## src/cpld_pkg.sv

```systemverilog
// Shared constants; SPI mode 0 with one byte per transfer, LSB first, and the widths are fixed.
package cpld_pkg;

  // Width of an SPI byte and of the command and status registers.
  localparam int byte_w = 8;

  // Width of the bit index inside one byte.
  localparam int bit_idx_w = 3;

  // Flops in each SPI input synchronizer, at least two.
  localparam int sync_depth = 2;

  // Width of the coprocessor device select bus.
  localparam int dev_w = 3;

  // Width of the port phase code.
  localparam int phase_w = 2;

  // Opcodes accepted on the MCU bus.
  localparam logic [byte_w-1:0] mcu_op_read_status = 8'd1;
  localparam logic [byte_w-1:0] mcu_op_write_command = 8'd2;
  localparam logic [byte_w-1:0] mcu_op_access_ram = 8'd3;
  localparam logic [byte_w-1:0] mcu_op_reset_cop = 8'd4;

  // Opcodes accepted on the coprocessor bus.
  localparam logic [byte_w-1:0] cop_op_read_command = 8'd1;
  localparam logic [byte_w-1:0] cop_op_write_status = 8'd2;
  localparam logic [byte_w-1:0] cop_op_access_ram = 8'd3;

  // Device codes carried on cop_nss.
  // Zero selects nothing.
  localparam logic [dev_w-1:0] dev_none = 3'd0;
  // This logic, reached through its own SPI slave port.
  localparam logic [dev_w-1:0] dev_logic = 3'd1;
  localparam logic [dev_w-1:0] dev_sdcard = 3'd2;
  localparam logic [dev_w-1:0] dev_usb = 3'd3;
  localparam logic [dev_w-1:0] dev_fpga = 3'd4;
  // Configuration flash, shared with the FPGA.
  localparam logic [dev_w-1:0] dev_flash = 3'd5;

  // Port phases.
  // The first byte of a frame is the opcode.
  localparam logic [phase_w-1:0] phase_opcode = 2'd0;
  // Every later byte belongs to the body.
  localparam logic [phase_w-1:0] phase_body = 2'd1;

endpackage

```

## src/spi_byte_engine.sv

```systemverilog
// SPI mode 0 slave, LSB first; SCK half period must span at least four cop_sck cycles.
`timescale 1ns/1ps

module spi_byte_engine import cpld_pkg::*; (
  input  logic                 cop_sck,
  input  logic                 cop_rst_n,
  input  logic                 nss,
  input  logic                 sck,
  input  logic                 mosi,
  output logic [byte_w-1:0]    rx_byte,
  output logic [bit_idx_w-1:0] bit_idx,
  output logic                 byte_strobe,
  output logic                 frame_start,
  output logic                 sel
);

  // Synchronizer chains for the three SPI inputs.
  logic [sync_depth-1:0] nss_sync;
  logic [sync_depth-1:0] sck_sync;
  logic [sync_depth-1:0] mosi_sync;

  // Delayed copies for edge detection.
  logic sck_q;
  logic sel_q;

  // Receive shifter.
  logic [byte_w-1:0] shifter;

  logic sck_rise;
  logic sck_fall;

  // Inputs are asynchronous to cop_sck.
  // Idle values are deselected and clock low.
  always_ff @(posedge cop_sck or negedge cop_rst_n) begin
    if (!cop_rst_n) begin
      nss_sync <= '1;
      sck_sync <= '0;
      mosi_sync <= '0;
    end else begin
      nss_sync <= {nss_sync[sync_depth-2:0], nss};
      sck_sync <= {sck_sync[sync_depth-2:0], sck};
      mosi_sync <= {mosi_sync[sync_depth-2:0], mosi};
    end
  end

  // Select is active low on the pin.
  assign sel = ~nss_sync[sync_depth-1];

  // Edges of the synchronized SPI clock.
  assign sck_rise = sck_sync[sync_depth-1] & ~sck_q;
  assign sck_fall = ~sck_sync[sync_depth-1] & sck_q;

  always_ff @(posedge cop_sck or negedge cop_rst_n) begin
    if (!cop_rst_n) begin
      sck_q <= 1'b0;
      sel_q <= 1'b0;
      frame_start <= 1'b0;
      byte_strobe <= 1'b0;
      bit_idx <= '0;
      shifter <= '0;
    end else begin
      sck_q <= sck_sync[sync_depth-1];
      sel_q <= sel;
      // One pulse as the select goes inactive, so the next frame opens clean.
      frame_start <= sel_q & ~sel;
      // The eighth rising edge is seen while the index still reads seven.
      byte_strobe <= sel & sck_rise & (bit_idx == '1);
      if (!sel) begin
        bit_idx <= '0;
        shifter <= '0;
      end else begin
        // Sample on the rising edge.
        // New bits enter at the top, so the first bit ends at bit zero.
        if (sck_rise) begin
          shifter <= {mosi_sync[sync_depth-1], shifter[byte_w-1:1]};
        end
        // Advance on the falling edge.
        // The index wraps to zero after the eighth bit.
        if (sck_fall) begin
          bit_idx <= bit_idx + 1'b1;
        end
      end
    end
  end

  // The strobe lags the last shift by one cycle, so the byte is complete here.
  assign rx_byte = shifter;

endmodule

```

## src/mcu_port_ctrl.sv

```systemverilog
// MCU command port; the strobe has no back-pressure and an unknown opcode makes the frame inert.
`timescale 1ns/1ps

module mcu_port_ctrl import cpld_pkg::*; (
  input  logic               cop_sck,
  input  logic               cop_rst_n,
  input  logic [byte_w-1:0]  rx_byte,
  input  logic               byte_strobe,
  input  logic               frame_start,
  input  logic               sel,
  output logic [byte_w-1:0]  command,
  output logic [phase_w-1:0] phase,
  output logic [byte_w-1:0]  opcode,
  output logic               ram_req,
  output logic               cop_nreset
);

  logic opcode_byte;
  logic body_byte;

  // Byte classification for the current strobe.
  assign opcode_byte = byte_strobe & (phase == phase_opcode);
  assign body_byte = byte_strobe & (phase == phase_body);

  // Opcode machine.
  always_ff @(posedge cop_sck or negedge cop_rst_n) begin
    if (!cop_rst_n) begin
      phase <= phase_opcode;
      opcode <= '0;
      ram_req <= 1'b0;
    end else if (frame_start) begin
      // Frame over.
      // Zero is no opcode, so nothing stays active between frames.
      phase <= phase_opcode;
      opcode <= '0;
      ram_req <= 1'b0;
    end else if (opcode_byte) begin
      phase <= phase_body;
      opcode <= rx_byte;
      // RAM request stays up for the rest of the frame.
      ram_req <= (rx_byte == mcu_op_access_ram);
    end
  end

  // Command register.
  // Every body byte of a write frame overwrites it, so the last one wins.
  always_ff @(posedge cop_sck or negedge cop_rst_n) begin
    if (!cop_rst_n) begin
      command <= '0;
    end else if (body_byte && (opcode == mcu_op_write_command)) begin
      command <= rx_byte;
    end
  end

  // Coprocessor reset request.
  // Falls right after the opcode byte and rises once the MCU deselects.
  always_ff @(posedge cop_sck or negedge cop_rst_n) begin
    if (!cop_rst_n) begin
      cop_nreset <= 1'b1;
    end else if (!sel) begin
      cop_nreset <= 1'b1;
    end else if (opcode_byte && (rx_byte == mcu_op_reset_cop)) begin
      cop_nreset <= 1'b0;
    end
  end

endmodule

```

## src/cop_port_ctrl.sv

```systemverilog
// Coprocessor port; select decode is combinational from cop_nss and unused codes select nothing.
`timescale 1ns/1ps

module cop_port_ctrl import cpld_pkg::*; (
  input  logic              cop_sck,
  input  logic              cop_rst_n,
  input  logic [byte_w-1:0] rx_byte,
  input  logic              byte_strobe,
  input  logic              frame_start,
  input  logic [dev_w-1:0]  cop_nss,
  input  logic              cop_sck_pin,
  input  logic              cop_mosi,
  output logic [byte_w-1:0] status,
  output logic [byte_w-1:0] opcode,
  output logic              ram_req,
  output logic              usb_nss,
  output logic              sdc_nss,
  output logic              fpga_nss,
  output logic              flash_nss,
  output logic              flash_sck,
  output logic              flash_mosi,
  output logic              fpga_nce,
  output logic              fpga_nconfig,
  output logic              logic_nss
);

  logic [phase_w-1:0] phase;
  logic               flash_sel;
  logic               opcode_byte;
  logic               body_byte;

  // Peripheral selects, all active low.
  // At most one can be low for any code.
  assign logic_nss = (cop_nss != dev_logic);
  assign usb_nss = (cop_nss != dev_usb);
  assign sdc_nss = (cop_nss != dev_sdcard);
  assign fpga_nss = (cop_nss != dev_fpga);

  // Flash bus.
  assign flash_sel = (cop_nss == dev_flash);
  assign flash_nss = ~flash_sel;
  // Clock and data sit low while the flash is idle.
  assign flash_sck = flash_sel & cop_sck_pin;
  assign flash_mosi = flash_sel & cop_mosi;

  // The FPGA lets go of the flash bus while nCE is high and nCONFIG low.
  assign fpga_nce = flash_sel;
  assign fpga_nconfig = ~flash_sel;

  assign opcode_byte = byte_strobe & (phase == phase_opcode);
  assign body_byte = byte_strobe & (phase == phase_body);

  // Opcode machine.
  always_ff @(posedge cop_sck or negedge cop_rst_n) begin
    if (!cop_rst_n) begin
      phase <= phase_opcode;
      opcode <= '0;
      ram_req <= 1'b0;
    end else if (frame_start) begin
      // Deselect of the logic port ends the frame.
      phase <= phase_opcode;
      opcode <= '0;
      ram_req <= 1'b0;
    end else if (opcode_byte) begin
      phase <= phase_body;
      opcode <= rx_byte;
      ram_req <= (rx_byte == cop_op_access_ram);
    end
  end

  // Status register.
  // The MCU reads it back through its own port.
  always_ff @(posedge cop_sck or negedge cop_rst_n) begin
    if (!cop_rst_n) begin
      status <= '0;
    end else if (body_byte && (opcode == cop_op_write_status)) begin
      status <= rx_byte;
    end
  end

endmodule

```

## src/ram_bus_arbiter.sv

```systemverilog
// RAM bus mux and MISO routing; purely combinational, ownership follows the command register.
`timescale 1ns/1ps

module ram_bus_arbiter import cpld_pkg::*; (
  input  logic                 cop_sck,
  input  logic [byte_w-1:0]    command,
  input  logic [byte_w-1:0]    status,
  input  logic [byte_w-1:0]    mcu_opcode,
  input  logic [byte_w-1:0]    cop_opcode,
  input  logic                 mcu_ram_req,
  input  logic                 cop_ram_req,
  input  logic [bit_idx_w-1:0] mcu_bit_idx,
  input  logic [bit_idx_w-1:0] cop_bit_idx,
  input  logic                 mcu_rx_lsb,
  input  logic                 cop_rx_lsb,
  input  logic                 mcu_nss,
  input  logic                 mcu_sck,
  input  logic                 mcu_mosi,
  input  logic                 logic_nss,
  input  logic                 cop_sck_pin,
  input  logic                 cop_mosi,
  input  logic [dev_w-1:0]     cop_nss,
  input  logic                 ram_miso,
  input  logic                 sys_miso,
  input  logic                 flash_miso,
  output logic                 ram_nss,
  output logic                 ram_sck,
  output logic                 ram_mosi,
  output logic                 mcu_miso,
  output logic                 cop_miso
);

  logic mcu_owner;
  logic mcu_ram_en;
  logic cop_ram_en;

  // A zero command leaves the RAM with the MCU.
  // Any other value hands it to the coprocessor.
  assign mcu_owner = (command == '0);

  // Only the owner's request opens the RAM bus.
  assign mcu_ram_en = mcu_owner & mcu_ram_req;
  assign cop_ram_en = ~mcu_owner & cop_ram_req;

  // RAM pins.
  always_comb begin
    ram_nss = 1'b1;
    ram_sck = 1'b0;
    ram_mosi = 1'b0;
    if (mcu_ram_en) begin
      ram_nss = mcu_nss;
      ram_sck = mcu_sck;
      ram_mosi = mcu_mosi;
    end else if (cop_ram_en) begin
      ram_nss = logic_nss;
      ram_sck = cop_sck_pin;
      ram_mosi = cop_mosi;
    end
  end

  // MCU MISO.
  // Without a read or RAM access the received bits echo back.
  always_comb begin
    if (mcu_opcode == mcu_op_read_status) begin
      mcu_miso = status[mcu_bit_idx];
    end else if (mcu_ram_en) begin
      mcu_miso = ram_miso;
    end else begin
      mcu_miso = mcu_rx_lsb;
    end
  end

  // Coprocessor MISO, chosen by the device it addresses.
  always_comb begin
    case (cop_nss)
      dev_logic: begin
        if (cop_opcode == cop_op_read_command) begin
          cop_miso = command[cop_bit_idx];
        end else if (cop_ram_en) begin
          cop_miso = ram_miso;
        end else begin
          cop_miso = cop_rx_lsb;
        end
      end
      dev_sdcard, dev_usb, dev_fpga: cop_miso = sys_miso;
      dev_flash: cop_miso = flash_miso;
      // dev_none and unused codes.
      default: cop_miso = 1'b0;
    endcase
  end

endmodule

```

## src/cpld_glue_top.sv

```systemverilog
// Board glue top; both SPI buses are oversampled by cop_sck, so their clocks must be much slower.
`timescale 1ns/1ps

module cpld_glue_top import cpld_pkg::*; (
  input  logic             cop_sck,
  input  logic             cop_rst_n,
  // MCU SPI bus, this logic is the slave.
  input  logic             mcu_nss,
  input  logic             mcu_sck,
  input  logic             mcu_mosi,
  output logic             mcu_miso,
  // Coprocessor SPI bus, with an encoded device select.
  input  logic [dev_w-1:0] cop_nss,
  input  logic             cop_spi_sck,
  input  logic             cop_mosi,
  output logic             cop_miso,
  output logic             cop_nreset,
  // Serial RAM, this logic is the master.
  output logic             ram_nss,
  output logic             ram_sck,
  output logic             ram_mosi,
  input  logic             ram_miso,
  // Peripherals sharing the coprocessor bus.
  output logic             usb_nss,
  output logic             sdc_nss,
  output logic             fpga_nss,
  input  logic             sys_miso,
  // Configuration flash.
  output logic             flash_nss,
  output logic             flash_sck,
  output logic             flash_mosi,
  input  logic             flash_miso,
  output logic             fpga_nce,
  output logic             fpga_nconfig
);

  // MCU engine results.
  logic [byte_w-1:0]    mcu_rx_byte;
  logic [bit_idx_w-1:0] mcu_bit_idx;
  logic                 mcu_byte_strobe;
  logic                 mcu_frame_start;
  logic                 mcu_sel;

  // Coprocessor engine results.
  logic [byte_w-1:0]    cop_rx_byte;
  logic [bit_idx_w-1:0] cop_bit_idx;
  logic                 cop_byte_strobe;
  logic                 cop_frame_start;

  // Controller results.
  logic [byte_w-1:0]    command;
  logic [byte_w-1:0]    status;
  logic [byte_w-1:0]    mcu_opcode;
  logic [byte_w-1:0]    cop_opcode;
  logic                 mcu_ram_req;
  logic                 cop_ram_req;
  logic                 logic_nss;

  spi_byte_engine u_mcu_engine (
    .cop_sck     (cop_sck),
    .cop_rst_n   (cop_rst_n),
    .nss         (mcu_nss),
    .sck         (mcu_sck),
    .mosi        (mcu_mosi),
    .rx_byte     (mcu_rx_byte),
    .bit_idx     (mcu_bit_idx),
    .byte_strobe (mcu_byte_strobe),
    .frame_start (mcu_frame_start),
    .sel         (mcu_sel)
  );

  // The coprocessor port answers only to the dev_logic code.
  spi_byte_engine u_cop_engine (
    .cop_sck     (cop_sck),
    .cop_rst_n   (cop_rst_n),
    .nss         (logic_nss),
    .sck         (cop_spi_sck),
    .mosi        (cop_mosi),
    .rx_byte     (cop_rx_byte),
    .bit_idx     (cop_bit_idx),
    .byte_strobe (cop_byte_strobe),
    .frame_start (cop_frame_start),
    .sel         ()
  );

  mcu_port_ctrl u_mcu_ctrl (
    .cop_sck     (cop_sck),
    .cop_rst_n   (cop_rst_n),
    .rx_byte     (mcu_rx_byte),
    .byte_strobe (mcu_byte_strobe),
    .frame_start (mcu_frame_start),
    .sel         (mcu_sel),
    .command     (command),
    .phase       (),
    .opcode      (mcu_opcode),
    .ram_req     (mcu_ram_req),
    .cop_nreset  (cop_nreset)
  );

  cop_port_ctrl u_cop_ctrl (
    .cop_sck      (cop_sck),
    .cop_rst_n    (cop_rst_n),
    .rx_byte      (cop_rx_byte),
    .byte_strobe  (cop_byte_strobe),
    .frame_start  (cop_frame_start),
    .cop_nss      (cop_nss),
    .cop_sck_pin  (cop_spi_sck),
    .cop_mosi     (cop_mosi),
    .status       (status),
    .opcode       (cop_opcode),
    .ram_req      (cop_ram_req),
    .usb_nss      (usb_nss),
    .sdc_nss      (sdc_nss),
    .fpga_nss     (fpga_nss),
    .flash_nss    (flash_nss),
    .flash_sck    (flash_sck),
    .flash_mosi   (flash_mosi),
    .fpga_nce     (fpga_nce),
    .fpga_nconfig (fpga_nconfig),
    .logic_nss    (logic_nss)
  );

  ram_bus_arbiter u_arbiter (
    .cop_sck     (cop_sck),
    .command     (command),
    .status      (status),
    .mcu_opcode  (mcu_opcode),
    .cop_opcode  (cop_opcode),
    .mcu_ram_req (mcu_ram_req),
    .cop_ram_req (cop_ram_req),
    .mcu_bit_idx (mcu_bit_idx),
    .cop_bit_idx (cop_bit_idx),
    .mcu_rx_lsb  (mcu_rx_byte[0]),
    .cop_rx_lsb  (cop_rx_byte[0]),
    .mcu_nss     (mcu_nss),
    .mcu_sck     (mcu_sck),
    .mcu_mosi    (mcu_mosi),
    .logic_nss   (logic_nss),
    .cop_sck_pin (cop_spi_sck),
    .cop_mosi    (cop_mosi),
    .cop_nss     (cop_nss),
    .ram_miso    (ram_miso),
    .sys_miso    (sys_miso),
    .flash_miso  (flash_miso),
    .ram_nss     (ram_nss),
    .ram_sck     (ram_sck),
    .ram_mosi    (ram_mosi),
    .mcu_miso    (mcu_miso),
    .cop_miso    (cop_miso)
  );

endmodule

```

## config.mk

```make
export PLATFORM = sky130hd
export DESIGN_NAME = cpld_glue_top
export DESIGN_NICKNAME = d
export VERILOG_FILES = /design/src/cpld_pkg.sv /design/src/spi_byte_engine.sv /design/src/mcu_port_ctrl.sv /design/src/cop_port_ctrl.sv /design/src/ram_bus_arbiter.sv /design/src/cpld_glue_top.sv
export SDC_FILE = /design/constraint.sdc
export NUM_CORES = 1
export LEC_CHECK = 0
export BUFFER_PORTS_ARGS = -buffer_cell sky130_fd_sc_hd__buf_2
export CAP_MARGIN = 5
export CORE_ASPECT_RATIO = 1.75
export CORE_MARGIN = 5
export CORE_UTILIZATION = 35
export DETAILED_ROUTE_END_ITERATION = 6
export GPL_TIMING_DRIVEN = 0
export SLEW_MARGIN = 20
export SYNTH_ARGS = -nofsm -noshare
export SYNTH_HDL_FRONTEND = slang
export SYNTH_SLANG_ARGS = --single-unit
```

## constraint.sdc

```tcl
create_clock -name cop_sck -period 5.55 [get_ports cop_sck]
set_clock_uncertainty 0.1 [all_clocks]
set_input_delay 1.3875 -clock cop_sck [delete_from_list [all_inputs] [get_ports cop_sck]]
set_output_delay 1.3875 -clock cop_sck [all_outputs]
set_load 0.02 [all_outputs]
```

# After elaboration in Yosys (flattened, before gate mapping)
# Cells that the tools add are included.
[totals] regBits=81 input_bits=13 out_inout_bits=14 elab_cells=128
[op_classes] addsub=2 magnitude_cmp=2 eq_ne=20 n_mux=37 n_bitwise=26 n_reduce_logical=14
[ops] op="8-bit two-way mux" count=8
[ops] op="8-bit by 2-bit == test with 1-bit output, second input constant" count=4
[ops] op="1-bit AND" count=18
[ops] op="1-bit two-way mux" count=18
[ops] op="8-bit by 1-bit == test with 1-bit output, second input constant" count=2
[ops] op="2-bit nonzero test" count=7
[ops] op="3-bit == test, second input constant" count=4
[ops] op="3-bit two-way mux" count=4
[ops] op="8-bit by 3-bit == test with 1-bit output, second input constant" count=1
[ops] op="8-bit zero test" count=1
[ops] op="3-bit by 4-bit less-than comparator with 1-bit output, second input constant" count=2
[ops] op="2-bit two-way mux" count=4
[ops] op="1-bit NOT" count=8
[ops] op="3-bit by 1-bit adder with 3-bit output, second input constant" count=2
[ops] op="1-bit binary-select mux with 3-bit select" count=2
[ops] op="3-bit by 2-bit == test with 1-bit output, second input constant" count=2
[ops] op="3-bit by 2-bit inequality test with 1-bit output, second input constant" count=2
[ops] op="2-bit by 1-bit == test with 1-bit output, second input constant" count=2
[ops] op="2-bit zero test" count=2
[ops] op="3-bit by 1-bit == test with 1-bit output, second input constant" count=1
[ops] op="1-bit logical AND" count=3
[ops] op="3-bit by 1-bit inequality test with 1-bit output, second input constant" count=1
[ops] op="3-bit inequality test, second input constant" count=1
[ops] op="1-bit case mux with 3 select lines" count=1
[ops] op="3-bit OR reduction" count=1

# Logic depth before layout (Yosys ltp)
[logic_depth] word_depth=6 depth_mapped=5 ltp_nobuf=4

# Cells and area by module
# A second synthesis with hierarchy kept.
[unflattened] cells_unflattened=302 area_unflattened_um2=3601.0
[modules_own_cells] module="spi_byte_engine" instances=2 cells_per_inst=57 area_per_inst_um2=807.0 seq_area_each_um2=528.0
[modules_own_cells] module="cop_port_ctrl" instances=1 cells_per_inst=76 area_per_inst_um2=832.0 seq_area_each_um2=450.4
[modules_own_cells] module="mcu_port_ctrl" instances=1 cells_per_inst=72 area_per_inst_um2=827.0 seq_area_each_um2=476.7
[modules_own_cells] module="ram_bus_arbiter" instances=1 cells_per_inst=40 area_per_inst_um2=327.8 seq_area_each_um2=0.0

# Worst setup path after synthesis
# Ideal clock, no wire load.
[synth_timing] path_kind="input to output" from="input cop_nss[1]" to="output cop_miso" arrival_time_ns=2.387 required_time_ns=4.062 slack_ns=1.676 cell_stages=4 path_buffers=0 cell_sequence="or3b_2 -> inv_1 -> nand2b_1 -> o211ai_1"
[synth_via] elab_chain_cells=3 word_cells_on_any_way=7 classes_between="5 x eq/ne; 1 x mux; 1 x reduce/logical"
[synth_rtl] item="start, declared" line_no="cpld_glue_top.sv:13" text="input logic [dev_w-1:0] cop_nss,"
[synth_rtl] item="3-bit by 2-bit == test with 1-bit output / 3-bit == test (equally long branches)" line_no="ram_bus_arbiter.sv:75" text="case (cop_nss)"
[synth_rtl] item="3-bit OR reduction" line_no="ram_bus_arbiter.sv:75"
[synth_rtl] item="1-bit case mux with 3 select lines *" line_no="ram_bus_arbiter.sv:75"
[synth_rtl] item="end, declared" line_no="cpld_glue_top.sv:16" text="output logic cop_miso,"
# Mark *: on every way between the ends. The rest lies on a longest branch, timed or not.

# Final worst setup path
[layout_timing] from="input cop_nss[0]" to="output cop_miso"
# The elaborated chain is that of the path after synthesis.

==> results.md <==
Run status
• outcome: completed

Clock tree
• buffer type at the clock tree root: sky130_fd_sc_hd__clkbuf_16
• CTS Hold Buffers Added: 0
• clock-pin slew reported for the worst setup and hold paths after clock tree synthesis: 60 ps
• Num CTS Buffers: 9
• maximum level of the CTS H-tree: 3
• number of clock sinks: 79
• worst-skew pair later-pin latency: 330 ps
• maximum clock path buffer count: 2
• number of resized instances in the post-cts repair step: 0
• CTS tree: built
• post-CTS setup repair buffer count: 0

Timing
• Sum Neg Setup Slack: 0 ps
• total count of hold-check failures in the final report: 0
• Max Clk Rate: 243.1 MHz
• final setup violating endpoints: 0
• shortest period the worst path allows: 4114 ps
• final count of pins violating max slew: 0
• Final Hold Slack: 250.1 ps
• unrepaired setup endpoints after global routing: false
• measured slew at the worst slew-check pin: 674.0 ps
• normalized max-slew margin: 0.5466
• final period utilization: 0.7413

Setup path
• maximum net fanout on the critical path: 8
• Worst Setup End Kind: output port
• Worst EP required: 4060 ps
• Setup Crit Path Kind: input pin to output port
• critical path data arrival time: 2630 ps
• kind of launch point of the worst setup path: input pin

Synthesis
• combinational family with the most area after synthesis: simple AND/OR/NAND/NOR gates
• XOR/XNOR share of the synthesized area: 0.005228
• share of the yosys chip area belonging to registers: 0.5919
• fraction of synthesis flops using an asynchronous set or reset pin: 1.000
• leading post-synthesis cells by cell area: sky130_fd_sc_hd__dfrtp_1 (55%), sky130_fd_sc_hd__nand2_1 (7.7%), sky130_fd_sc_hd__a21oi_1 (5.1%), sky130_fd_sc_hd__dfstp_2 (3.9%), sky130_fd_sc_hd__mux2_4 (3.6%)
• synthesized-area fraction occupied by and/or/nand/nor cells: 0.1755
• area share of the leading cell type in the synthesized netlist: 0.5527
• Yosys Warn Count: 0
• Post-Synth Adder-Cell Area: 0.01494
• most frequently used flop master after synthesis: sky130_fd_sc_hd__dfrtp_1
• synthesis-stage register bit count: 79
• number of distinct library cells after synthesis: 38
• mean post-synth cell area: 11.17 sq um
• compound-cell area share of the yosys netlist: 0.07170
• post-synthesis cell count: 300
• mux share of post-synthesis cell area: 0.1161
• number of flops mapped to enable cells by yosys: 0
• Synth area leader: sky130_fd_sc_hd__dfrtp_1
• Post-Syn Nets: 317
• synthesized cell area: 3351 sq um

Floorplan
• overall die area: 11710 sq um
• # rows: 47
• io pins: 27
• Die X-Extent: 83.97 um
• initial core utilization: 0.3561
• die height: 139.4 um
• total core area: 9409 sq um

Pwr
• power density relative to cell area: 301.7 nW/um^2
• Max VDD drop: 0.2179 mV
• P_leak: 1.792 nW

Finish
• layout overhead on the synthesized area: 17.40%
• share of post-route cells with drive strength above 1: 0.2012
• Net count, final: 355
• Diodes inserted: 0

Routing
• final WL: 6922 um
• via count of the routed design: 2254
• number of detailed-routing iterations run before antenna repair: 4
• antenna violation net count after detailed routing: 0
• Residual DRC: 0
• WL per Instance: 14.89 um
• DRC marker count from the first detailed-route iteration: 100
• number of vias per cell after detailed routing: 4.847

GRT
• number of global-route vias before repair: 2399
• global-route wire length before repair: 11960 um
• gr ovfl total: 0
• number of antenna violations at the first check in global routing: 0
• pin count of the biggest net entering global routing: 44
• global router's overall resource usage: 0.1300

Placement
• IO buf count: 26
• global placement routability congestion: 0.7799
• half-perimeter wire length after placement: 5060 um

Min path
• worst min-delay path category: flop to flop

Flow run
• Maximum Capacitance Violations: 0

[per-stage QoR]
stage          instance area [sq um]  utilization  setup slack (ps)  power, mW  instances
6_report                        3934       0.4181              1436      1.187        465
5_1_grt                         3934       0.4181              1375      1.235        465
4_1_cts                         3934       0.4181              1402      1.201        465
3_5_place_dp                    3656       0.3886              1404     0.6504        449
3_3_place_gp                    3633       0.3862              1412     0.6473        448
2_1_floorplan                   3351            -              1676     0.6214        300
[cells by family after synthesis]
| family | count (synthesis) |
|---|---|
| fa+ha+maj | 4 |
| simple gates | 123 |
| mux | 30 |
| xor+xnor | 2 |
| flops | 79 |
| compound gates | 43 |
| buf+inv | 19 |
[synthesized netlist by cell type (2+ instances only)]
master and n:
sky130_fd_sc_hd__dfrtp_1 74, sky130_fd_sc_hd__nand2_1 69, sky130_fd_sc_hd__a21oi_1 34, sky130_fd_sc_hd__nor2_1 13, sky130_fd_sc_hd__clkbuf_1 11, sky130_fd_sc_hd__mux2i_1 10
sky130_fd_sc_hd__mux2_2 9, sky130_fd_sc_hd__mux2_4 8, sky130_fd_sc_hd__nor2b_1 8, sky130_fd_sc_hd__nand2b_1 7, sky130_fd_sc_hd__and3_1 5, sky130_fd_sc_hd__dfstp_2 5
sky130_fd_sc_hd__inv_1 5, sky130_fd_sc_hd__ha_1 4, sky130_fd_sc_hd__nor4_1 4, sky130_fd_sc_hd__and2_1 3, sky130_fd_sc_hd__mux4_2 3, sky130_fd_sc_hd__nand3_1 3
sky130_fd_sc_hd__a22o_1 2, sky130_fd_sc_hd__a22oi_1 2, sky130_fd_sc_hd__and4b_1 2, sky130_fd_sc_hd__nor4b_1 2, sky130_fd_sc_hd__xnor2_1 2
[cell type report]
cell class / instances / area [sq um]
fillers: 925 / 5475
flip-flops and latches: 79 / 1983
multi-input cells: 202 / 1285
clock buffers: 14 / 264.0
repair buffers: 27 / 152.6
well taps: 122 / 152.6
plain buffers: 14 / 63.81
inverters: 5 / 18.77
clock inverters: 2 / 13.76
[path summary, 6_finish.rpt]
| kind | start | endpoint | slack [ps] | cells past startpoint |
|---|---|---|---|---|
| setup reg to reg | u_mcu_ctrl.opcode[5] | u_mcu_ctrl.command[0] | 3500 | 5 |
| min in group asynchronous | cop_rst_n | u_mcu_ctrl.opcode[4] | 940 | 1 |
| hold reg to reg | u_cop_engine.sck_sync[0] | u_cop_engine.sck_sync[1] | 250 | 0 |
| max in group asynchronous | cop_rst_n | u_mcu_ctrl.cop_nreset | 3760 | 2 |
| hold / removal | u_cop_engine.sck_sync[0] | u_cop_engine.sck_sync[1] | 250 | 0 |
| setup / recovery | cop_nss[0] | cop_miso | 1440 | 6 |
[sequential cells by signal (all words and copies together) (netlist names), 2 cells and up]
register / count
u_mcu_engine.mosi_sync: 2
u_cop_engine.nss_sync: 2
u_mcu_engine.sck_sync: 2
u_mcu_ctrl.command: 8
u_cop_engine.rx_byte: 8
u_mcu_engine.nss_sync: 2
u_cop_engine.mosi_sync: 2
u_mcu_engine.bit_idx: 3
u_cop_ctrl.status: 8
u_cop_engine.sck_sync: 2
u_mcu_ctrl.opcode: 8
u_cop_engine.bit_idx: 3
u_cop_ctrl.opcode: 8
u_mcu_engine.rx_byte: 8
[cells in the final DEF, fill, tap and decap left out, types with 5 or more instances in the layout]
| master | instances |
|---|---|
| sky130_fd_sc_hd__dfrtp_1 | 74 |
| sky130_fd_sc_hd__nand2_1 | 69 |
| sky130_fd_sc_hd__a21oi_1 | 34 |
| sky130_fd_sc_hd__buf_2 | 25 |
| sky130_fd_sc_hd__clkbuf_1 | 14 |
| sky130_fd_sc_hd__nor2_1 | 13 |
| sky130_fd_sc_hd__mux2i_1 | 10 |
| sky130_fd_sc_hd__mux2_2 | 9 |
| sky130_fd_sc_hd__clkbuf_16 | 9 |
| sky130_fd_sc_hd__nor2b_1 | 8 |
| sky130_fd_sc_hd__mux2_4 | 8 |
| sky130_fd_sc_hd__nand2b_1 | 7 |
| sky130_fd_sc_hd__inv_1 | 5 |
| sky130_fd_sc_hd__and3_1 | 5 |
| sky130_fd_sc_hd__dfstp_2 | 5 |
[critical path, cell delays in order]
cell	delay [ps]
sky130_fd_sc_hd__buf_2	130
sky130_fd_sc_hd__or3b_2	500
sky130_fd_sc_hd__a31oi_1	160
sky130_fd_sc_hd__o2111ai_1	130
sky130_fd_sc_hd__o211ai_1	110
sky130_fd_sc_hd__buf_2	200
[per-layer routing]
layer | global-route usage | up-vias | share of wire
met5 | 0 | - | 0
met4 | 0.05169 | 0 | 0.025
met3 | 0.03607 | 15 | 0.030
met2 | 0.2274 | 34 | 0.53
met1 | 0.1487 | 1108 | 0.41
li1 | - | 1097 | -
[where the power goes]
part | switching (mW) | internal [mW]
registers | 0.00601 | 0.585
logic | 0.0320 | 0.0155
clock network | 0.219 | 0.329
total | 0.257 | 0.929
Note: power is estimated with default switching activity, not from simulation.
